--- src/design/dispatch_defines.svh ---
// Dispatch stage parameters
// Widths and counts shared by the dispatch package and all dispatch modules

`ifndef DISPATCH_DEFINES_SVH
`define DISPATCH_DEFINES_SVH

// Uops presented by the uop queue each cycle
`define NUM_DP_UOP        2

// VRF read ports shared by both uops
`define NUM_DP_VRF        4

// ROB size and width of a ROB slot number
`define ROB_DEPTH         8
`define ROB_INDEX_WIDTH   3

// Width of a vector register number
`define VREG_INDEX_WIDTH  5

// Vector register width in bits
`define VLEN              128

// Scalar operand width in bits
`define XLEN              32

`endif

--- src/design/dispatch_pkg.sv ---
// Dispatch package
// Vector types, uop and ROB structs and the execution unit encoding

`include "dispatch_defines.svh"

package dispatch_pkg;

    typedef logic [`VREG_INDEX_WIDTH-1:0] vreg_index_t;
    typedef logic [`VLEN-1:0]             vreg_data_t;
    typedef logic [`ROB_INDEX_WIDTH-1:0]  rob_index_t;
    typedef logic [`XLEN-1:0]             xreg_data_t;
    typedef logic [5:0]                   funct6_t;
    typedef logic [2:0]                   funct3_t;

    // Reservation station picked by a uop
    typedef enum logic {
        ALU = 1'b0,
        MUL = 1'b1
    } exe_unit_e;

    // Uop as delivered by the uop queue
    typedef struct packed {
        vreg_index_t vs1_index;
        logic        vs1_valid;
        vreg_index_t vs2_index;
        logic        vs2_valid;
        vreg_index_t vd_index;
        logic        vd_valid;   // writes vd
        logic        vs3_valid;  // reads vd as a source
        logic        vm;
        exe_unit_e   exe_unit;
        funct6_t     funct6;
        funct3_t     funct3;
        xreg_data_t  rs1_data;
        logic        rs1_valid;
        logic        last_uop;
    } uop_t;

    // One ROB slot as seen by dispatch
    typedef struct packed {
        logic        valid;
        vreg_index_t w_index;
        logic        w_valid;    // result has been written back
        vreg_data_t  w_data;
    } rob_entry_t;

    // Bypass choice per source
    typedef struct packed {
        logic        vs1_use_rob;
        rob_index_t  vs1_rob_index;
        logic        vs2_use_rob;
        rob_index_t  vs2_rob_index;
        logic        vd_use_rob;
        rob_index_t  vd_rob_index;
    } src_sel_t;

    typedef struct packed {
        vreg_data_t  v0;
        vreg_data_t  vs1;
        vreg_data_t  vs2;
        vreg_data_t  vd;
    } operands_t;

    // Payload for the ALU and MUL reservation stations
    typedef struct packed {
        rob_index_t  rob_entry;
        funct6_t     funct6;
        funct3_t     funct3;
        logic        vm;
        vreg_data_t  v0_data;
        vreg_data_t  vs1_data;
        logic        vs1_valid;
        vreg_data_t  vs2_data;
        logic        vs2_valid;
        vreg_data_t  vd_data;
        logic        vd_valid;
        xreg_data_t  rs1_data;
        logic        rs1_valid;
    } rs_uop_t;

    typedef struct packed {
        vreg_index_t w_index;
        logic        last_uop;
    } rob_uop_t;

endpackage

--- src/design/dispatch_uop_hazard.sv ---
// RAW check between two uops of the same dispatch group
// Flags the younger uop when it reads the destination of the older one

`include "dispatch_defines.svh"

module dispatch_uop_hazard (
    input  dispatch_pkg::uop_t uop_older,
    input  logic               older_valid,
    input  dispatch_pkg::uop_t uop_younger,
    output logic               hazard
);

    logic older_writes;
    logic vs1_match;
    logic vs2_match;
    logic vd_match;

    assign older_writes = older_valid && uop_older.vd_valid;

    // Compare against each source the younger uop actually reads
    assign vs1_match = uop_younger.vs1_valid &&
                       (uop_younger.vs1_index == uop_older.vd_index);
    assign vs2_match = uop_younger.vs2_valid &&
                       (uop_younger.vs2_index == uop_older.vd_index);

    // vd read as vs3 counts as a source too
    assign vd_match  = uop_younger.vs3_valid &&
                       (uop_younger.vd_index == uop_older.vd_index);

    assign hazard = older_writes && (vs1_match || vs2_match || vd_match);

endmodule

--- config.mk ---
export PLATFORM = sky130hd
export DESIGN_NAME = dispatch_uop_hazard
export DESIGN_NICKNAME = d
export VERILOG_FILES = /design/src/design/dispatch_pkg.sv /design/src/design/dispatch_uop_hazard.sv
export VERILOG_INCLUDE_DIRS = /design/src /design/src/design
export SDC_FILE = /design/constraint.sdc
export NUM_CORES = 1
export LEC_CHECK = 0
export BUFFER_PORTS_ARGS = -buffer_cell sky130_fd_sc_hd__buf_2
export CORE_MARGIN = 8
export CORE_UTILIZATION = 11
export DETAILED_ROUTE_END_ITERATION = 6
export GPL_TIMING_DRIVEN = 0
export PLACE_DENSITY = 0.94
export SLEW_MARGIN = 10
export SYNTH_ARGS = -nofsm -noshare
export SYNTH_HDL_FRONTEND = slang
export SYNTH_SLANG_ARGS = --single-unit
--- constraint.sdc ---
create_clock -name vclk -period 1.3
set_input_delay 0.195 -clock vclk [all_inputs]
set_output_delay 0.195 -clock vclk [all_outputs]
set_load 0.02 [all_outputs]
# After elaboration in Yosys (flattened, before gate mapping)
# Index checks and enable logic that the tools add are counted.
# Widths: inputs -> output; s select.
word_totals:
  register_bits: 0
  inputBits: 129
  out_inout_bits: 1
  wordCells: 10
op_classes:
  eq_ne: 3
  reduce_logical: 7
ops:
  columns: ["op", "n"]
  rows:
  - ["$eq 5x5->1", 3]
  - ["$logic_and 1x1->1", 5]
  - ["$logic_or 1x1->1", 2]

# Depth between registers and ports, before layout
depth:
  ltp_word: 5
  depth_mapped: 4

# Least setup slack after synthesis
# No wires, ideal clock.
synth_path:
  path_type: "input -> output"
  start: "in uop_older[47] (netlist name)"
  end: "out hazard"
  arrival_time_ps: 897
  t_required_ps: 1105
  slack_ps: 208
  stages: 4
  path_buffers: 0
  cell_sequence: "xor2_1 -> nor4_1 -> nand4_1 -> nand3_1"
synth_between:
  elab_chain_len: 5
synth_lines:
  columns: ["element", "line_no", "rtl"]
  rows:
  - ["start, declared", "dispatch_uop_hazard.sv:7", "input dispatch_pkg::uop_t uop_older,"]
  - ["$eq 5x5->1, on equally long branches", "dispatch_uop_hazard.sv:22, dispatch_uop_hazard.sv:24", null]
  - ["$logic_and 1x1->1, on equally long branches", "dispatch_uop_hazard.sv:21, dispatch_uop_hazard.sv:23", null]
  - ["$logic_or 1x1->1", "dispatch_uop_hazard.sv:30", "assign hazard = older_writes && (vs1_match || vs2_match || vd_match);"]
  - ["$logic_or 1x1->1 (*)", "dispatch_uop_hazard.sv:30", null]
  - ["$logic_and 1x1->1 (*)", "dispatch_uop_hazard.sv:30", null]
  - ["end, declared", "dispatch_uop_hazard.sv:10", "output logic hazard"]
# Every way passes the cells marked *; elsewhere a longest branch is shown, timed or not.

# Final worst setup path
layout_path:
  start: "in uop_older[50] (netlist name)"
  end: "out hazard"
# Same word-level chain as after synthesis.

==> results.md <==
- Vias/cell: 3.89
- Post-DP HPWL: 831 µm
- Antenna Cells: 0
- # rows: 14
- Power per standard cell area: 281 mW/mm²
- Die width: 56.5 µm
- Crit-path max cell delay: 290 ps
- IO buf count: 26
- GRT Overall Usage: 0.0509
- Minimum clock period: 1300 ps
- Core area: 0.00152 mm²
- Iteration-0 DRC Markers: 4
- Pleak: 0.182 nW
- Number of max-cap violations: 0
- Mapped Nets: 152
- Final Hold Fails: 0
- RePlAce Congestion: 0.715
- Layout cells sized above 1: 0.592
- Outcome: completed
- NumNets Final: 180
- Die height: 56.5 µm
- Worst VDD drop: 80.4 µV
- Most frequent cells in the layout: buf_2 (22), xor2_1 (11), xnor2_1 (3), nand4_1 (3)
- Max Freq: 0.771 GHz
- Cell Chain, Critical Path: buf_8, xor2_2, nor4_2, nand4_1, nand3_1, buf_6
- Kind of critical path: input pin to output port
- Initial core utilization: 0.118
- Drt wl/cell: 13.4 µm
- Die ar.: 0.00319 mm²
- Global-route wire length before repair: 1.38 mm
- Filler cells: 168
- Total routed wirelength: 868 µm
- CP Max Fanout: 3
- Distinct cell type count after synthesis: 6
- Worst path slowest cell: nor4_2
- Commonest non-fill, non-tap cell in the layout: buf_2
- Register area: 0 µm²
- Area growth from synthesis to layout: 108%
- Largest net degree at the start of global routing: 4
- Max-slew violation count: 0
- Hold Path Origin: uop_younger[58]
- CTS Hold Buffers Added: 0
- Endpoints failing setup: 0
- Max_slew headroom: 0.834
- Post-Layout Cell Count: 65
- GRT overflow: 0
- YS warnings: 0
- Sequential cell count: 0
- Vias: 253
- Routed Antenna Nets: 0
- Syn_area_per_cell: 7.83 µm²
- # Post-CTS Setup Buffers: 0
- Total Power: 0.105 mW
- Register area share after synthesis: 0
- Final core area utilization: 0.246
- Placed cells: 65
- Worst setup startpoint: uop_older[50]
- Post-Syn Area: 180 µm²
- Clock buf count: 0
- Ports: 130
- Antenna violations before repair: 0
- Final period utilization: 0.997
- Worst Setup Start Kind: input pin
- Worst-Margin Slew: 247 ps
- Worst min path class: input pin to output port
- Critical Path Sink Type: output port
- RSZ-0062 raised after global routing: yes
- CP required: 1110 ps
- WP data arrival: 1100 ps
- Vias in the first global route: 303
- Drt drc: 0
- Drt first pass iters: 2
- Post-Syn Instances: 23
-- timing repair --
| item | CTS | global route |
|---|---|---|
| hold endpoints to repair | 0 | 0 |
| cloned | 0 | 0 |
| resized for setup | 10 | 1 |
| pin swaps | 12 | 2 |
| setup endpoints to repair | 1 | 1 |
-- layer usage --
metal	track usage	vias up	part of all wire
met1	0.0520	110	0.34
met4	0	0	0
met5	0	-	0
met3	0.00899	0	0.039
met2	0.107	9	0.62
li1	-	134	-
-- per-stage QoR --
stage          TNS, ps  instance area (µm²)  setup WS [ps]  hold WS [ps]
4_1_cts          -6.45                  369          -6.45           759
3_5_place_dp      -112                  330           -112           767
5_1_grt          -82.7                  375          -82.7           781
3_3_place_gp     -60.5                  330          -60.5           756
2_1_floorplan        0                  180            208           612
6_report             0                  375           3.25           738
-- layout make-up --
type | count | area, µm² | area share
tap | 16 | 20.0 | 0.0533
timing repair buffer | 26 | 155 | 0.413
multi-input combinational | 23 | 200 | 0.533
-- critical path, delay by kind of cell --
family	cells	cell delay, ps
and+or+nand+nor	3	510
buffers and inverters	2	230
xor gates and xnor gates	1	160
-- final timing paths --
kind / end / slack (ps) / cells past startpoint
worst max-delay path: hazard / 3 / 6
worst min-delay path: hazard / 740 / 4
-- report_power, final --
part	internal [mW]	leakage, nW	switching (mW)	total (mW)
combinational	0.0597	0.182	0.0457	0.105
sequential	0	0	0	0
clock	0	0	0	0
total	0.0597	0.182	0.0457	0.105
-- synthesized netlist by cell type --
master / n / share of area
xor2_1: 12 / 0.58
nand4_1: 3 / 0.10
nor4_1: 3 / 0.10
xnor2_1: 3 / 0.15
and2_0: 1 / 0.035
nand3_1: 1 / 0.028
-- kinds of logic (layout without fill, tap and decap cells) --
kind of cell  count (synthesis)  after routing  share of synthesized area
simple gates                  8              8                      0.271
buf+inv                       0             26                          0
xor+xnor                     15             15                      0.729
(Power assumes the default switching activity.)
