**src/design/dispatch_defines.svh**
```systemverilog
// Dispatch stage parameters
// Widths and counts shared by the dispatch package and all dispatch modules

`ifndef DISPATCH_DEFINES_SVH
`define DISPATCH_DEFINES_SVH

// Uops presented by the uop queue each cycle
`define NUM_DP_UOP        2

// VRF read ports shared by both uops
`define NUM_DP_VRF        4

// ROB size and width of a ROB slot number
`define ROB_DEPTH         8
`define ROB_INDEX_WIDTH   3

// Width of a vector register number
`define VREG_INDEX_WIDTH  5

// Vector register width in bits
`define VLEN              128

// Scalar operand width in bits
`define XLEN              32

`endif

```
**src/design/dispatch_pkg.sv**
```systemverilog
// Dispatch package
// Vector types, uop and ROB structs and the execution unit encoding

`include "dispatch_defines.svh"

package dispatch_pkg;

    typedef logic [`VREG_INDEX_WIDTH-1:0] vreg_index_t;
    typedef logic [`VLEN-1:0]             vreg_data_t;
    typedef logic [`ROB_INDEX_WIDTH-1:0]  rob_index_t;
    typedef logic [`XLEN-1:0]             xreg_data_t;
    typedef logic [5:0]                   funct6_t;
    typedef logic [2:0]                   funct3_t;

    // Reservation station picked by a uop
    typedef enum logic {
        ALU = 1'b0,
        MUL = 1'b1
    } exe_unit_e;

    // Uop as delivered by the uop queue
    typedef struct packed {
        vreg_index_t vs1_index;
        logic        vs1_valid;
        vreg_index_t vs2_index;
        logic        vs2_valid;
        vreg_index_t vd_index;
        logic        vd_valid;   // writes vd
        logic        vs3_valid;  // reads vd as a source
        logic        vm;
        exe_unit_e   exe_unit;
        funct6_t     funct6;
        funct3_t     funct3;
        xreg_data_t  rs1_data;
        logic        rs1_valid;
        logic        last_uop;
    } uop_t;

    // One ROB slot as seen by dispatch
    typedef struct packed {
        logic        valid;
        vreg_index_t w_index;
        logic        w_valid;    // result has been written back
        vreg_data_t  w_data;
    } rob_entry_t;

    // Bypass choice per source
    typedef struct packed {
        logic        vs1_use_rob;
        rob_index_t  vs1_rob_index;
        logic        vs2_use_rob;
        rob_index_t  vs2_rob_index;
        logic        vd_use_rob;
        rob_index_t  vd_rob_index;
    } src_sel_t;

    typedef struct packed {
        vreg_data_t  v0;
        vreg_data_t  vs1;
        vreg_data_t  vs2;
        vreg_data_t  vd;
    } operands_t;

    // Payload for the ALU and MUL reservation stations
    typedef struct packed {
        rob_index_t  rob_entry;
        funct6_t     funct6;
        funct3_t     funct3;
        logic        vm;
        vreg_data_t  v0_data;
        vreg_data_t  vs1_data;
        logic        vs1_valid;
        vreg_data_t  vs2_data;
        logic        vs2_valid;
        vreg_data_t  vd_data;
        logic        vd_valid;
        xreg_data_t  rs1_data;
        logic        rs1_valid;
    } rs_uop_t;

    typedef struct packed {
        vreg_index_t w_index;
        logic        last_uop;
    } rob_uop_t;

endpackage

```
**src/design/dispatch_vrf_read.sv**
```systemverilog
// VRF read port allocation
// Counts the sources of both uops, packs the read indices in program order
// and hands the returned data back to each uop's operands

`include "dispatch_defines.svh"

module dispatch_vrf_read (
    input  dispatch_pkg::uop_t         [`NUM_DP_UOP-1:0] uop,
    output dispatch_pkg::vreg_index_t  [`NUM_DP_VRF-1:0] vrf_rd_index,
    input  dispatch_pkg::vreg_data_t   [`NUM_DP_VRF-1:0] vrf_rd_data,
    input  dispatch_pkg::vreg_data_t                     v0_mask,
    output dispatch_pkg::operands_t    [`NUM_DP_UOP-1:0] vrf_operands,
    output logic                                         struct_hazard
);

    // Per uop sources in port order: vs2, vs1, vd
    localparam int SRC_PER_UOP = 3;
    localparam int NUM_SRC     = `NUM_DP_UOP * SRC_PER_UOP;
    localparam int PORT_W      = $clog2(`NUM_DP_VRF);

    dispatch_pkg::vreg_index_t [NUM_SRC-1:0] src_index;
    logic [NUM_SRC-1:0]                      src_valid;
    logic [NUM_SRC-1:0]                      src_mapped;
    logic [NUM_SRC-1:0][PORT_W-1:0]          src_port;

    for (genvar u = 0; u < `NUM_DP_UOP; u++) begin : gen_src
        assign src_index[u*SRC_PER_UOP]     = uop[u].vs2_index;
        assign src_valid[u*SRC_PER_UOP]     = uop[u].vs2_valid;
        assign src_index[u*SRC_PER_UOP + 1] = uop[u].vs1_index;
        assign src_valid[u*SRC_PER_UOP + 1] = uop[u].vs1_valid;
        assign src_index[u*SRC_PER_UOP + 2] = uop[u].vd_index;
        assign src_valid[u*SRC_PER_UOP + 2] = uop[u].vs3_valid;
    end

    // More sources than ports means uop1 has to wait
    assign struct_hazard = $countones(src_valid) > `NUM_DP_VRF;

    // Fill ports in order and skip invalid sources
    always_comb begin
        int unsigned port;
        port         = 0;
        vrf_rd_index = '0;
        src_mapped   = '0;
        src_port     = '0;
        for (int s = 0; s < NUM_SRC; s++) begin
            if (src_valid[s] && port < `NUM_DP_VRF) begin
                vrf_rd_index[port] = src_index[s];
                src_mapped[s]      = 1'b1;
                src_port[s]        = PORT_W'(port);
                port               = port + 1;
            end
        end
    end

    // Sources left without a port read as zero
    always_comb begin
        for (int u = 0; u < `NUM_DP_UOP; u++) begin
            vrf_operands[u].v0  = v0_mask;
            vrf_operands[u].vs2 = src_mapped[u*SRC_PER_UOP] ?
                                  vrf_rd_data[src_port[u*SRC_PER_UOP]] : '0;
            vrf_operands[u].vs1 = src_mapped[u*SRC_PER_UOP + 1] ?
                                  vrf_rd_data[src_port[u*SRC_PER_UOP + 1]] : '0;
            vrf_operands[u].vd  = src_mapped[u*SRC_PER_UOP + 2] ?
                                  vrf_rd_data[src_port[u*SRC_PER_UOP + 2]] : '0;
        end
    end

endmodule

```
**config.mk**
```make
export PLATFORM = sky130hd
export DESIGN_NAME = dispatch_vrf_read
export DESIGN_NICKNAME = d
export VERILOG_FILES = /design/src/design/dispatch_pkg.sv /design/src/design/dispatch_vrf_read.sv
export VERILOG_INCLUDE_DIRS = /design/src /design/src/design
export SDC_FILE = /design/constraint.sdc
export NUM_CORES = 1
export LEC_CHECK = 0
export BUFFER_PORTS_ARGS = -buffer_cell sky130_fd_sc_hd__buf_2
export CORE_AREA = 2 2 697 699
export DETAILED_ROUTE_END_ITERATION = 10
export DIE_AREA = 0 0 699 701
export MAX_ROUTING_LAYER = met4
export PLACE_DENSITY = 0.3
export SLEW_MARGIN = 0
export SYNTH_ARGS = -nofsm -noshare
export SYNTH_HDL_FRONTEND = slang
export SYNTH_SLANG_ARGS = --single-unit
```
**constraint.sdc**
```tcl
create_clock -name vclk -period 7.7
set_clock_uncertainty 0.05 [all_clocks]
set_input_delay 1.925 -clock vclk [all_inputs]
set_output_delay 1.925 -clock vclk [all_outputs]
set_load 0.01 [all_outputs]
```
Word-level counts from Yosys, hierarchy flattened

Index checks and enable logic that the tools add are counted.

Register bits after elaboration: 0
Input port bits: 768
Output and inout port bits: 1045
Word-level logic and storage cells: 93

$add $sub $neg: 9
$lt $le $gt $ge: 21
Multiplexer cells: 53
Reductions and logical operators: 10

Operator list:

| kind                                                          | count |
|---|---|
| 2-to-1 mux 128 bit                                            | 11 |
| binary-select mux 128 bit (select 2 bit)                      | 5 |
| less-than comparator 32 x 3 -> 1 bit, second input constant   | 10 |
| >= comparator 32 x 1 -> 1 bit, second input constant          | 5 |
| adder 32 x 1 -> 32 bit, second input constant                 | 4 |
| 2-to-1 mux 32 bit                                             | 4 |
| bitwise mux 20 bit                                            | 5 |
| 2-to-1 mux 20 bit                                             | 5 |
| demux 5 bit (select 2 bit)                                    | 5 |
| 2-to-1 mux 5 bit                                              | 6 |
| less-than comparator 2 x 3 -> 1 bit, second input constant    | 5 |
| logical AND 1 bit                                             | 10 |
| 2-to-1 mux 1 bit                                              | 8 |
| 2-to-1 mux 2 bit                                              | 4 |
| adder 1 x 1 -> 2 bit                                          | 3 |
| adder 3 x 2 -> 4 bit                                          | 1 |
| greater-than comparator 4 x 3 -> 1 bit, second input constant | 1 |
| adder 2 x 2 -> 3 bit                                          | 1 |

Logic depth before layout (Yosys ltp)

Depth after elaboration: 19
Mapped depth: 17
Gate-level depth less buffers: 12

Worst setup path before layout

No wires, ideal clock.

Path type: in2out
Start point: input port uop[58] (netlist bit)
End point: output port vrf_operands[568] (netlist bit)
Data arrival time: 5.676 ns
Data required time: 5.725 ns
Slack: 0.049 ns
Stages on the path: 15
Path buffers: 6
Cells stage by stage: inv_1 clkbuf_1 ha_1 ha_1 ha_1 a221o_1 buf_4 buf_4 buf_2 ha_1 or4_4 o31a_1 buf_2 buf_2 o22ai_1

RTL lines:

| what            | line                    | source |
|---|---|---|
| start, declared | dispatch_vrf_read.sv:8  | `` input dispatch_pkg::uop_t [`NUM_DP_UOP-1:0] uop, `` |
| end, declared   | dispatch_vrf_read.sv:12 | `` output dispatch_pkg::operands_t [`NUM_DP_UOP-1:0] vrf_operands, `` |

==> flow_metrics.tcl <==
set metrics [dict create \
    outcome "completed" \
    crit_type "primary input to output pin" \
    ctsHoldBuffers 0 \
    ioPinCount 1813 \
    first_global_vias 26826 \
    place_congestion 0.9101 \
    worst_pin_slew_ns 1.235 \
    port-buffer-count 1337 \
    synth_area_leaders "mux2i_1 42%, mux4_2 14%, buf_4 10%" \
    postCtsSetupRepairBufs 0 \
    cpMaxStageDelayCell "or4_4" \
    first_pass_iters 5 \
    vias 28900 \
    fin_crit_sh 0.9787 \
    worst_hold_slack_ns 3.800 \
    drive_above_1_share 0.4841 \
    wl_mm 378.7 \
    cts_resized 0 \
    crit_arrival_ns 5.56 \
    finalSetupTns_ns 0 \
    synth_warnings 0 \
    finalCriticalPeriod_ns 7.536 \
    crit_path_start_kind "primary input" \
    final_nets 4219 \
    post_dp_cell_area_sq_um 35360 \
    nFillCells 56960 \
    antenna_found_initial 357 \
    viasPerCell 2.850 \
    power_mw 4.453 \
    drt_iter0_drc 2741 \
    dpl.hpwl_mm 339.2 \
    clock_buffers 0 \
    drv_cap 0 \
    chipWidth_microns 699 \
    antenna_left 0 \
    initial_core_util 0.04392 \
    die_y_microns 701 \
    cp.required_ns 5.73 \
    multi_input_area_sq_um 18020 \
    grtUsageTotal 0.1509 \
    rsz0062_at_grt "no" \
    slew-limit-headroom 0.1768 \
    path_delay_family "compound AO/OA/AOI/OAI gates" \
    rows 255 \
    grt_max_degree 95 \
    hp-class "primary input to output pin" \
    max_freq_mhz 132.7 \
    areaGrowthSynthToFinish_pct 70.43 \
    ir_drop_uv 103.0 \
    grt_pass1_wl_mm 442.8 \
    synthesis.nets 3284 \
    drc 0 \
    avgSynthCellArea_sq_um 8.465 \
    ys_seq_area_frac 0 \
    crit_fanout 21 \
    yosysTopAreaCellShare 0.4238 \
    synth_top_cell_by_area "mux2i_1" \
    design.seq.count 0 \
    setup_viol 0 \
    slowest_delay_ns 0.56 \
    grt_overflow_total 0 \
    cp.buffers_inverters 5 \
    syn_inst 2500 \
    path_cells "buf_2 -> buf_4 -> ha_4 -> o21a_1 -> ha_1 -> a221o_4 -> ha_1 -> or4_4 -> o31a_2 -> buf_12 -> buf_4 -> o22ai_1 -> buf_2" \
    fp.coreArea_sq_um 481800 \
    die_area_sq_um 490000 \
    stdcell_area_sq_um 36070 \
    seq_area_sq_um 0 \
    final_util 0.07486 \
    p_leak_nw 14.28 \
    synthDistinctLibCells 43 \
    drv_slew 0 \
    end_kind "output pin" \
    power.density_nw_per_um2 123.5 \
    hold_violations 0 \
    synth_area_sq_um 21160 \
    avgRoutedWirePerCell_microns 37.34 \
]
synthesized netlist by cell type (3+ instances only):
library cell    n
nor2_1        145
fa_1            3
clkbuf_1      123
buf_6           5
a221oi_1        5
nand4_1         3
nand2_1        22
o31ai_1         5
a21oi_1         7
mux2_1          5
buf_4         293
o22ai_2        50
nand3_1        11
o21ai_0         6
o211ai_1       11
mux2_2         15
ha_1           13
inv_1          10
nand2b_1        4
o22ai_1       336
a32oi_1         5
mux2i_1       896
and2_1        263
mux4_2        128
nor3_1          3
buf_1          34
buf_2          65
a31oi_1        10
and3_1          7
logic make-up (layout without fill, tap and decap cells):
logic type,after synthesis,in the layout,share of synthesized area
other,0,283,0
buffers and inverters,532,1465,0.1521
xor gates and xnor gates,1,1,0.001301
adders and majority gates,16,16,0.01052
and+or+nand+nor,464,464,0.1170
AOI/OAI and AO/OA,443,443,0.1484
muxes,1044,1044,0.5707
path summary, 6_finish.rpt:
check	from	end	slack, ns	cells after the start
min	v0_mask[120]	vrf_operands[1016]	3.80	0
max	uop[58]	vrf_operands[602]	0.16	13
cell type report:
type / count / share of cell area
tap: 6425 / 0.2229
inverter: 12 / 0.001526
antenna: 283 / 0.01964
multi-input combinational: 1968 / 0.4998
timing repair buffer: 1453 / 0.2562
power by group:
group / leakage, nW / internal [mW] / switching [mW]
sequential: 0 / 0 / 0
clock: 0.00179 / 0.00000505 / 0
combinational: 14.3 / 1.65 / 2.81
total: 14.3 / 1.65 / 2.81
layer usage:
layer  GRT usage  up-vias  wire [microns]
met4     0.04875        0           16280
met5           -        -               0
met3     0.09901      657           60020
li1            -    11474               -
met1      0.1445    14613          125800
met2      0.2458     2156          176600
stage by stage:
step,setup slack (ns),cells
2_1_floorplan,0.04938,2500
3_3_place_gp,0.2143,9858
3_5_place_dp,0.2362,9858
4_1_cts,0.2291,9858
5_1_grt,0.1077,10109
6_report,0.1637,10141
cell usage in the layout, fill, tap and decap left out, types with 2 or more instances in the layout:
cell type,count
o21ai_0,6
a221oi_1,5
o22ai_1,336
buf_8,2
mux2_1,5
a32oi_1,5
nand2_1,18
nand2_4,4
nor2_1,145
and2_1,262
o22ai_2,50
o31ai_1,5
inv_1,9
buf_4,76
nand3_1,11
mux2i_1,896
ha_1,11
mux4_2,128
and3_1,7
or3_1,2
a31oi_1,10
buf_2,1258
nor3_1,3
o211ai_1,11
mux2_2,15
diode_2,283
nand2b_1,4
a21oi_1,6
buf_12,117
a22oi_1,2
o21a_1,2
nand4_1,3
fa_1,3
ha_4,2
No activity file was read; power rests on OpenSTA's default activity.
