$ cat src/design/dispatch_defines.svh
// Dispatch stage parameters
// Widths and counts shared by the dispatch package and all dispatch modules

`ifndef DISPATCH_DEFINES_SVH
`define DISPATCH_DEFINES_SVH

// Uops presented by the uop queue each cycle
`define NUM_DP_UOP        2

// VRF read ports shared by both uops
`define NUM_DP_VRF        4

// ROB size and width of a ROB slot number
`define ROB_DEPTH         8
`define ROB_INDEX_WIDTH   3

// Width of a vector register number
`define VREG_INDEX_WIDTH  5

// Vector register width in bits
`define VLEN              128

// Scalar operand width in bits
`define XLEN              32

`endif

$ cat src/design/dispatch_pkg.sv
// Dispatch package
// Vector types, uop and ROB structs and the execution unit encoding

`include "dispatch_defines.svh"

package dispatch_pkg;

    typedef logic [`VREG_INDEX_WIDTH-1:0] vreg_index_t;
    typedef logic [`VLEN-1:0]             vreg_data_t;
    typedef logic [`ROB_INDEX_WIDTH-1:0]  rob_index_t;
    typedef logic [`XLEN-1:0]             xreg_data_t;
    typedef logic [5:0]                   funct6_t;
    typedef logic [2:0]                   funct3_t;

    // Reservation station picked by a uop
    typedef enum logic {
        ALU = 1'b0,
        MUL = 1'b1
    } exe_unit_e;

    // Uop as delivered by the uop queue
    typedef struct packed {
        vreg_index_t vs1_index;
        logic        vs1_valid;
        vreg_index_t vs2_index;
        logic        vs2_valid;
        vreg_index_t vd_index;
        logic        vd_valid;   // writes vd
        logic        vs3_valid;  // reads vd as a source
        logic        vm;
        exe_unit_e   exe_unit;
        funct6_t     funct6;
        funct3_t     funct3;
        xreg_data_t  rs1_data;
        logic        rs1_valid;
        logic        last_uop;
    } uop_t;

    // One ROB slot as seen by dispatch
    typedef struct packed {
        logic        valid;
        vreg_index_t w_index;
        logic        w_valid;    // result has been written back
        vreg_data_t  w_data;
    } rob_entry_t;

    // Bypass choice per source
    typedef struct packed {
        logic        vs1_use_rob;
        rob_index_t  vs1_rob_index;
        logic        vs2_use_rob;
        rob_index_t  vs2_rob_index;
        logic        vd_use_rob;
        rob_index_t  vd_rob_index;
    } src_sel_t;

    typedef struct packed {
        vreg_data_t  v0;
        vreg_data_t  vs1;
        vreg_data_t  vs2;
        vreg_data_t  vd;
    } operands_t;

    // Payload for the ALU and MUL reservation stations
    typedef struct packed {
        rob_index_t  rob_entry;
        funct6_t     funct6;
        funct3_t     funct3;
        logic        vm;
        vreg_data_t  v0_data;
        vreg_data_t  vs1_data;
        logic        vs1_valid;
        vreg_data_t  vs2_data;
        logic        vs2_valid;
        vreg_data_t  vd_data;
        logic        vd_valid;
        xreg_data_t  rs1_data;
        logic        rs1_valid;
    } rs_uop_t;

    typedef struct packed {
        vreg_index_t w_index;
        logic        last_uop;
    } rob_uop_t;

endpackage

$ cat src/design/dispatch_rob_hazard.sv
// ROB RAW hazard check for one uop
// Finds the youngest ROB writer of each source and decides between a stall,
// a bypass from that ROB slot or a plain VRF read

`include "dispatch_defines.svh"

module dispatch_rob_hazard (
    input  dispatch_pkg::uop_t                        uop,
    input  dispatch_pkg::rob_entry_t [`ROB_DEPTH-1:0] rob_entries,
    input  dispatch_pkg::rob_index_t                  rob_tail,
    output logic                                      hazard,
    output dispatch_pkg::src_sel_t                    src_sel
);

    // Source order is vs1, vs2, vd
    localparam int NUM_SRC = 3;

    dispatch_pkg::vreg_index_t [NUM_SRC-1:0] src_index;
    logic [NUM_SRC-1:0]                      src_valid;
    logic [NUM_SRC-1:0]                      src_hit;
    logic [NUM_SRC-1:0]                      src_ready;
    dispatch_pkg::rob_index_t [NUM_SRC-1:0]  src_slot;

    assign src_index = {uop.vd_index, uop.vs2_index, uop.vs1_index};
    assign src_valid = {uop.vs3_valid, uop.vs2_valid, uop.vs1_valid};

    // Walk from the oldest slot to the youngest, a later match overrides
    always_comb begin
        dispatch_pkg::rob_index_t slot;
        src_hit   = '0;
        src_ready = '0;
        src_slot  = '0;
        for (int s = 0; s < NUM_SRC; s++) begin
            for (int d = `ROB_DEPTH-1; d >= 0; d--) begin
                // Distance d from the tail, wraps modulo the ROB depth
                slot = rob_tail - dispatch_pkg::rob_index_t'(d + 1);
                if (src_valid[s] && rob_entries[slot].valid &&
                    rob_entries[slot].w_index == src_index[s]) begin
                    src_hit[s]   = 1'b1;
                    src_ready[s] = rob_entries[slot].w_valid;
                    src_slot[s]  = slot;
                end
            end
        end
    end

    // Writer found but result still pending
    assign hazard = |(src_hit & ~src_ready);

    assign src_sel.vs1_use_rob   = src_hit[0];
    assign src_sel.vs1_rob_index = src_slot[0];
    assign src_sel.vs2_use_rob   = src_hit[1];
    assign src_sel.vs2_rob_index = src_slot[1];
    assign src_sel.vd_use_rob    = src_hit[2];
    assign src_sel.vd_rob_index  = src_slot[2];

endmodule

$ cat config.mk
export PLATFORM = sky130hd
export DESIGN_NAME = dispatch_rob_hazard
export DESIGN_NICKNAME = d
export VERILOG_FILES = /design/src/design/dispatch_pkg.sv /design/src/design/dispatch_rob_hazard.sv
export VERILOG_INCLUDE_DIRS = /design/src /design/src/design
export SDC_FILE = /design/constraint.sdc
export NUM_CORES = 1
export LEC_CHECK = 0
export BUFFER_PORTS_ARGS = -buffer_cell sky130_fd_sc_hd__buf_2
export CAP_MARGIN = 20
export CORE_AREA = 2 2 446 448
export DETAILED_ROUTE_END_ITERATION = 12
export DIE_AREA = 0 0 448 450
export GPL_ROUTABILITY_DRIVEN = 0
export PLACE_DENSITY = 0.3
export SLEW_MARGIN = 10
export SYNTH_ARGS = -nofsm -noshare
export SYNTH_HDL_FRONTEND = slang
export SYNTH_SLANG_ARGS = --single-unit
$ cat constraint.sdc
create_clock -name vclk -period 4.1
set_input_delay 0.41 -clock vclk [all_inputs]
set_output_delay 0.41 -clock vclk [all_outputs]
set_load 0.01 [all_outputs]
# ---- After elaboration in Yosys (flattened, before gate mapping)
# Index checks and enable logic that the tools add are counted.
# W data, S select, Z words.
dict set report totals {
  register_bits 0
  inputBits 1147
  output_inout_bits 13
  word_cells 178
}
dict set report op_classes {
  addsub 7
  order_cmp 8
  eq_ne 24
  muxes 88
  n_bitwise 2
  reduce_logical 49
}
# op count
set ops {}
lappend ops {{$bmux W135 S3} 8}
lappend ops {{$mux W135} 8}
lappend ops {{$eq A5 B5 Y1} 24}
lappend ops {{$mux W3} 24}
lappend ops {{$logic_and A1 B1 Y1} 48}
lappend ops {{$mux W1} 48}
lappend ops {{$lt A3 B4 Y1 const B} 8}
lappend ops {{$sub A3 B3 Y3 const B} 4}
lappend ops {{$sub A3 B2 Y3 const B} 2}
lappend ops {{$and A3 B3 Y3} 1}
lappend ops {{$not A3 Y3} 1}
lappend ops {{$reduce_or A3 Y1} 1}
lappend ops {{$sub A3 B1 Y3 const B} 1}

# ---- Longest topological paths before layout
# Gate-level depths: netlist of the first run.
dict set report logic_depth {
  depth_word 15
  depth_mapped 20
  ltp_nobuf 11
}

# ---- Worst setup path after synthesis of the first run
# No wires, ideal clock.
dict set report synth_path {
  path_type {input port to output port}
  start {input port rob_tail[0]}
  end {output port src_sel[2] (netlist name)}
  t_arrival_ns 3.948
  t_required_ns 3.690
  slack_ns -0.258
  cell_stages 18
  path_buffers 7
  cell_sequence {buf_6 inv_2 buf_1 ha_1 buf_6 buf_6 buf_6 buf_6 mux4_2 xor2_1 nor4_1 a21oi_1 a2111o_1 buf_2 nor3b_1 a211oi_1 o211ai_1 a21oi_1}
}
# element line_no
set synth_rtl {}
lappend synth_rtl {{from (decl)} dispatch_rob_hazard.sv:10} ;# input dispatch_pkg::rob_index_t rob_tail,
lappend synth_rtl {{to (decl)} dispatch_rob_hazard.sv:12} ;# output dispatch_pkg::src_sel_t src_sel

# ---- Worst setup path in the final report of the first run
dict set report layout_path {
  start {input port rob_tail[1]}
  end {output port hazard}
}
dict set report layout_between {
  elab_chain_len 15
  elab_cells_between_ends 146
  classes_between {7 x add/sub; 24 x eq/ne; 64 x mux; 2 x bitwise; 49 x reduce/logical}
}
# element line_no
set layout_rtl {}
lappend layout_rtl {{$sub A3 B3 Y3 / $bmux W135 S3 (equally long branches)} --}
lappend layout_rtl {{$bmux W135 S3 / $mux W135 (equally long branches)} {dispatch_rob_hazard.sv:37, dispatch_rob_hazard.sv:38, dispatch_rob_hazard.sv:40}}
lappend layout_rtl {{$mux W135 (implied by the code) (tied with other cells)} dispatch_rob_hazard.sv:40} ;# src_ready[s] = rob_entries[slot].w_valid;
lappend layout_rtl {{$eq A5 B5 Y1 / $logic_and A1 B1 Y1 (equally long branches)} {dispatch_rob_hazard.sv:38, dispatch_rob_hazard.sv:37}}
lappend layout_rtl {{$logic_and A1 B1 Y1 / $mux W1 (equally long branches)} dispatch_rob_hazard.sv:37} ;# if (src_valid[s] && rob_entries[slot].valid &&
lappend layout_rtl {{$mux W1 (7 in a row)} dispatch_rob_hazard.sv:37}
lappend layout_rtl {{$not A3 Y3} dispatch_rob_hazard.sv:48} ;# assign hazard = |(src_hit & ~src_ready);
lappend layout_rtl {{$and A3 B3 Y3 (*)} dispatch_rob_hazard.sv:48}
lappend layout_rtl {{$reduce_or A3 Y1 (*)} dispatch_rob_hazard.sv:48}
lappend layout_rtl {{to (decl)} dispatch_rob_hazard.sv:11} ;# output logic hazard,
# Every way passes the cells marked *; elsewhere a longest branch is shown, timed or not. The select of a mux whose other input is x is not followed.

==> metrics, run 1 <==
Worst VDD drop=36.9 uV; Setup Crit Path Kind=input pin to output pin; Post-Syn Instances=between 600 and 700; slew margin rel.=0.616; Synth area leaders=mux4_2, mux2i_1, xnor2_1; maximum number of pins on one net before global-route repair=25; HPWL after DPL=36.0 mm; PD cells=roughly 140 nW/um^2; syn_area_per_cell=approximately 9 sq um; Worst setup SP type=input pin; nets@finish=between 2,000 and 2,500; Mapped Area=~5900 sq um; synthesized net count=between 1,500 and 2,000; final instance area=11,800 sq um; Slew @ Worst Pin=571 ps; most area-hungry cell type in the Yosys netlist=mux4_2; part of the Yosys area used for sequential elements=0; initial antenna violation count=25; Hold WS=1690 ps; final wirelength=42.0 mm; footprint of the multi-input gates=about 5900 sq um; post-synth cell types=80; Initial Util=0.0301; Yosys warnings=0; share of the synthesized area in the top cell type=0.239; Clock buffer cells=0; Final Max Tran Viols=0; WHS Path Cells=5; area of placed instances=about 11,000 sq um; Metal-1 WL=roughly 17 mm; RSZ-0062 raised after global routing=true; Core Area=between 150,000 and 200,000 sq um; die height=~450 um; WP data arrival=3680 ps; CP endpoint kind=output pin; TritonRoute pass-1 iters=4; top sig layer=met5; GRT overflow=0; DRT iter0 DRCs=370; setup TNS=0 ps; min-delay worst type=input pin to output pin; Hold Violations, Final=0; mean routed wirelength per cell=approximately 12 um; Final Setup Violations=0; Die X=roughly 450 um; critical-path maximum fanout=16; status=finished, final reports clean; DR WL met2=23.3 mm; post-route ant nets=0; via count=approximately 6,700; Total Die Area=202,000 sq um; io pins=around 1,200; via density per instance=1.89; sequential cell area=0 sq um; maxcap violations=0; Leak=about 3.7 nW; post-route clock period utilization=0.997; DRC Markers=0; # rows=between 150 and 200; share of layout cells above drive strength 1=0.510; first-pass GRT wire length=56.6 mm; # fillers=approximately 23,000; Final min period=4090 ps; Tot GR Track Use=0.0396; WP data required=3690 ps; area added between synthesis and finish=99.5%; Buffers on Ports=90; Max Fclk=0.245 GHz; Met3 Routed Length=~1.2 mm; FFs & Latches=0; number of global-route vias before repair=approximately 6,600
where the power goes:
part             total [mW]  internal (mW)  switching (mW)
registers                 0              0               0
logic                  1.63          0.784           0.843
clock network  0.0000000342   0.0000000342               0
cell families after synthesis:
logic type      share of synthesized area
xor+xnor                            0.198
mux                                 0.394
buf+inv                            0.0720
fa+ha+maj                         0.00422
simple gates                        0.182
compound gates                      0.151
area by class of cell:
cell class	count	area share
Tap cell	2640	0.279
Timing Repair Buffer	304	0.213
Multi-Input combinational cell	588	0.502
Inverter	14	0.00508
Antenna cell	1	0.000212
through the flow:
stage                     worst slack, ps  utilization  total power [mW]  std cells
final                                12.2       0.0601              1.63       3547
after global routing                 -106       0.0601              1.73       3546
after CTS                           -32.8       0.0580              1.58       3531
after detailed placement             -519       0.0558              1.50       3518
after global placement               -596       0.0558              1.50       3518
after floorplan                     0.227            -             0.816        660
routing by layer:
layer | up-vias | track usage
li1 | 3070 | -
met1 | 3420 | 0.0464
met2 | 162 | 0.0797
met3 | 55 | 0.00372
met4 | 12 | 0.00132
met5 | - | 0
critical path, stage by stage:
cell and delay (ps):
buf_8 110, buf_6 160, buf_12 160, mux2i_1 130, mux4_2 610, buf_4 190, xor2_1 150, o2111ai_1 160
buf_4 190, or3_1 490, nor3_1 250, o31ai_1 100, nand4_1 120, o211ai_2 140, buf_12 160, buf_12 120
final timing paths:
| check | startpoint | slack, ps | endpoint |
|---|---|---|---|
| setup / recovery | rob_tail[1] | 10 | hazard |
| hold / removal | rob_tail[0] | 1690 | src_sel[8] |
cell usage in the layout (no fill, tap or decap), drive strengths merged, types with 3 or more instances in the layout:
cell / instances
nor2: 28
o21ai: 18
and2: 3
or3: 5
mux2: 6
a22oi: 8
clkinv: 4
nor2b: 4
a41oi: 3
mux2i: 80
a311oi: 3
a221oi: 4
a21oi: 13
nor3b: 3
a211oi: 11
o31a: 4
xor2: 54
bufbuf: 3
or4: 4
xnor2: 79
nand2: 42
nand4: 19
and3: 7
a22o: 7
inv: 10
nor4: 22
o31ai: 4
a211o: 3
a31oi: 7
nand2b: 4
o22ai: 3
o211ai: 7
mux4: 63
buf: 300
nor3: 11
a21boi: 6
o2111ai: 4
nand3: 25
repair_timing:
item,in CTS,in global routing
setup endpoints to repair,11,10
buffers inserted,10,15
cloned,3,1
pin swaps,12,24
resized for setup,52,55
hold buffers,0,0
synth_stat cells (all sizes together) (13+ instances only):
cell and number:
a21oi 13, buf 45, clkbuf 13, mux2i 80, mux4 63, nand2 42, nand3 25, nand4 19
nor2 28, nor4 22, o21ai 18, xnor2 79, xor2 54
(Power assumes the default switching activity.)
==> run 2: changes to the inputs <==
==> constraint.sdc (replaced) <==
create_clock -name vclk -period 4.1
set_input_delay 0.41 -clock vclk [all_inputs]
set_output_delay 0.41 -clock vclk [all_outputs]
set_load 0.02 [all_outputs]
==> metrics, run 2 (synthesis results as in run 1) <==
PD cells=140 nW/um^2 (was 138 nW/um^2); min-delay worst type=input pin to output pin (unchanged); die height=450 um (unchanged); WP data required=3690 ps (about the same); Final Non-Filler Cells=3,578 (was 3,547); Worst VDD drop=35.3 uV (was 36.9 uV); placed insts=3,540 (was 3,518); Hold Violations, Final=0 (unchanged); CP endpoint kind=output pin (unchanged); most frequent cells in the layout=buf_4, buf_2, mux2i_1, xnor2_1, mux4_2 (unchanged); slew margin rel.=0.638 (was 0.616); share of layout cells above drive strength 1=0.531 (was 0.510); maximum number of pins on one net before global-route repair=21 (was 25); Final WS setup=-71.2 ps (was 12.2 ps); io pins=1,160 (unchanged); GRT overflow=0 (unchanged); via count=6,662 (was 6,719); Final min period=4170 ps (was 4090 ps); Initial Util=0.0301 (unchanged); area added between synthesis and finish=103% (was 99.5%); DRT iter0 DRCs=406 (was 370); Setup Crit Path Kind=input pin to output pin (unchanged); fin util=0.0613 (was 0.0601); HPWL after DPL=35.6 mm (was 36.0 mm); # rows=163 (unchanged); post-route clock period utilization=1.02 (was 0.997); sequential cell area=0 sq um (unchanged); Tot GR Track Use=0.0391 (was 0.0396); Leak=3.82 nW (was 3.66 nW); hold_buf cts=0 (unchanged); Buffers on Ports=90 (unchanged); via density per instance=1.86 (was 1.89); Core Area=197,000 sq um (unchanged); final wirelength=41.2 mm (was 42.0 mm); Die X=448 um (unchanged); mean routed wirelength per cell=11.5 um (was 11.8 um); FFs & Latches=0 (unchanged); maxcap violations=0 (unchanged); TritonRoute pass-1 iters=4 (unchanged); Clock buffer cells=0 (unchanged); number of global-route vias before repair=6,776 (was 6,635); critical-path cell list=buf_6, inv_8, ha_4, buf_12, buf_6, mux4_2, mux2i_1, buf_4, xor2_1, buf_4, nand4_1, buf_4, nand2b_1, a311o_1, nand4_1, o211ai_2, buf_12, buf_12 (was buf_8, buf_6, buf_12, mux2i_1, mux4_2, buf_4, xor2_1, o2111ai_1, buf_4, or3_1, nor3_1, o31ai_1, nand4_1, o211ai_2, buf_12, buf_12); area of placed instances=11,100 sq um (was 11,000 sq um); critical-path maximum fanout=5 (was 16); Total Die Area=202,000 sq um (unchanged); Worst setup SP type=input pin (unchanged); RSZ-0062 raised after global routing=true (unchanged); Slew @ Worst Pin=538 ps (was 571 ps); WP data arrival=3760 ps (was 3680 ps); Slowest cell on crit path=mux4_2 (unchanged); nets@finish=2,087 (was 2,057); Final Setup Violations=5 (was 0); post-route ant nets=0 (unchanged); Final Max Tran Viols=0 (unchanged); first-pass GRT wire length=56.2 mm (was 56.6 mm); status=finished, violations left (was finished, final reports clean); initial antenna violation count=25 (unchanged); DRC Markers=0 (unchanged); final instance area=12,000 sq um (was 11,800 sq um); commonest non-fill, non-tap cell in the layout=buf_4 (unchanged); failing checks=setup timing; crit-path max cell delay=480 ps (was 610 ps); Max Fclk=0.240 GHz (was 0.245 GHz)
==> run 2: cell count changes in the layout (fill, tap and decap cells not counted), moves of 3 or more <==
cell and change:
o21ai_1 +3, o21ai_0 -5, buf_6 +3, buf_2 -7, buf_4 +37, mux2i_2 +3, buf_12 -4
==> run 2: worst paths after layout <==
| path | start | endpoint | slack (ps) | cells past startpoint |
|---|---|---|---|---|
| setup / recovery | rob_tail[1] | hazard | -70 | 18 |
| hold / removal | uop[52] | src_sel[5] | 1610 | 5 |
==> run 2: area by class of cell <==
class | count | area, sq um
tap | 2640 | 3300
inverter | 14 | 65.1
multi-input combinational | 588 | 5960
timing repair buffer | 334 | 2710
fill | 23300 | 185000
antenna | 2 | 5.00
==> run 2: timing repair <==
item	4_1_cts	5_1_grt
resized for setup	57	65
setup endpoints to repair	12	10
cloned	2	2
pin swaps	23	34
buffers inserted	14	19
hold endpoints to repair	0	0
==> run 2: metrics by stage <==
step	hold slack (ps)	total power [mW]	TNS (ps)	setup WS, ps
after global routing	1660	1.80	-1170	-220
after detailed placement	1630	1.53	-3480	-406
final	1610	1.69	-217	-71.2
after floorplan	1220	0.840	-79.3	-30.6
after CTS	1620	1.64	-580	-130
after global placement	1640	1.54	-3640	-416
==> run 2: where the power goes <==
group,internal [mW],switching [mW]
combinational,0.825,0.861
sequential,0,0
clock,0.0000000660,0
total,0.825,0.861
==> run 2: worst max-delay path: cells and delay by family <==
family          cells  cell delay (ps)
buf+inv             9             1220
mux                 2              680
compound gates      2              490
simple gates        3              470
fa+ha+maj           1              320
xor+xnor            1              140
==> run 2: routing by layer <==
metal  wire, um  GRT usage  vias up
met2      21900     0.0737      132
met1      15400     0.0428     3307
met5        121          0        -
li1           -          -     3134
met4       1520     0.0105       20
met3       2270    0.00950       69
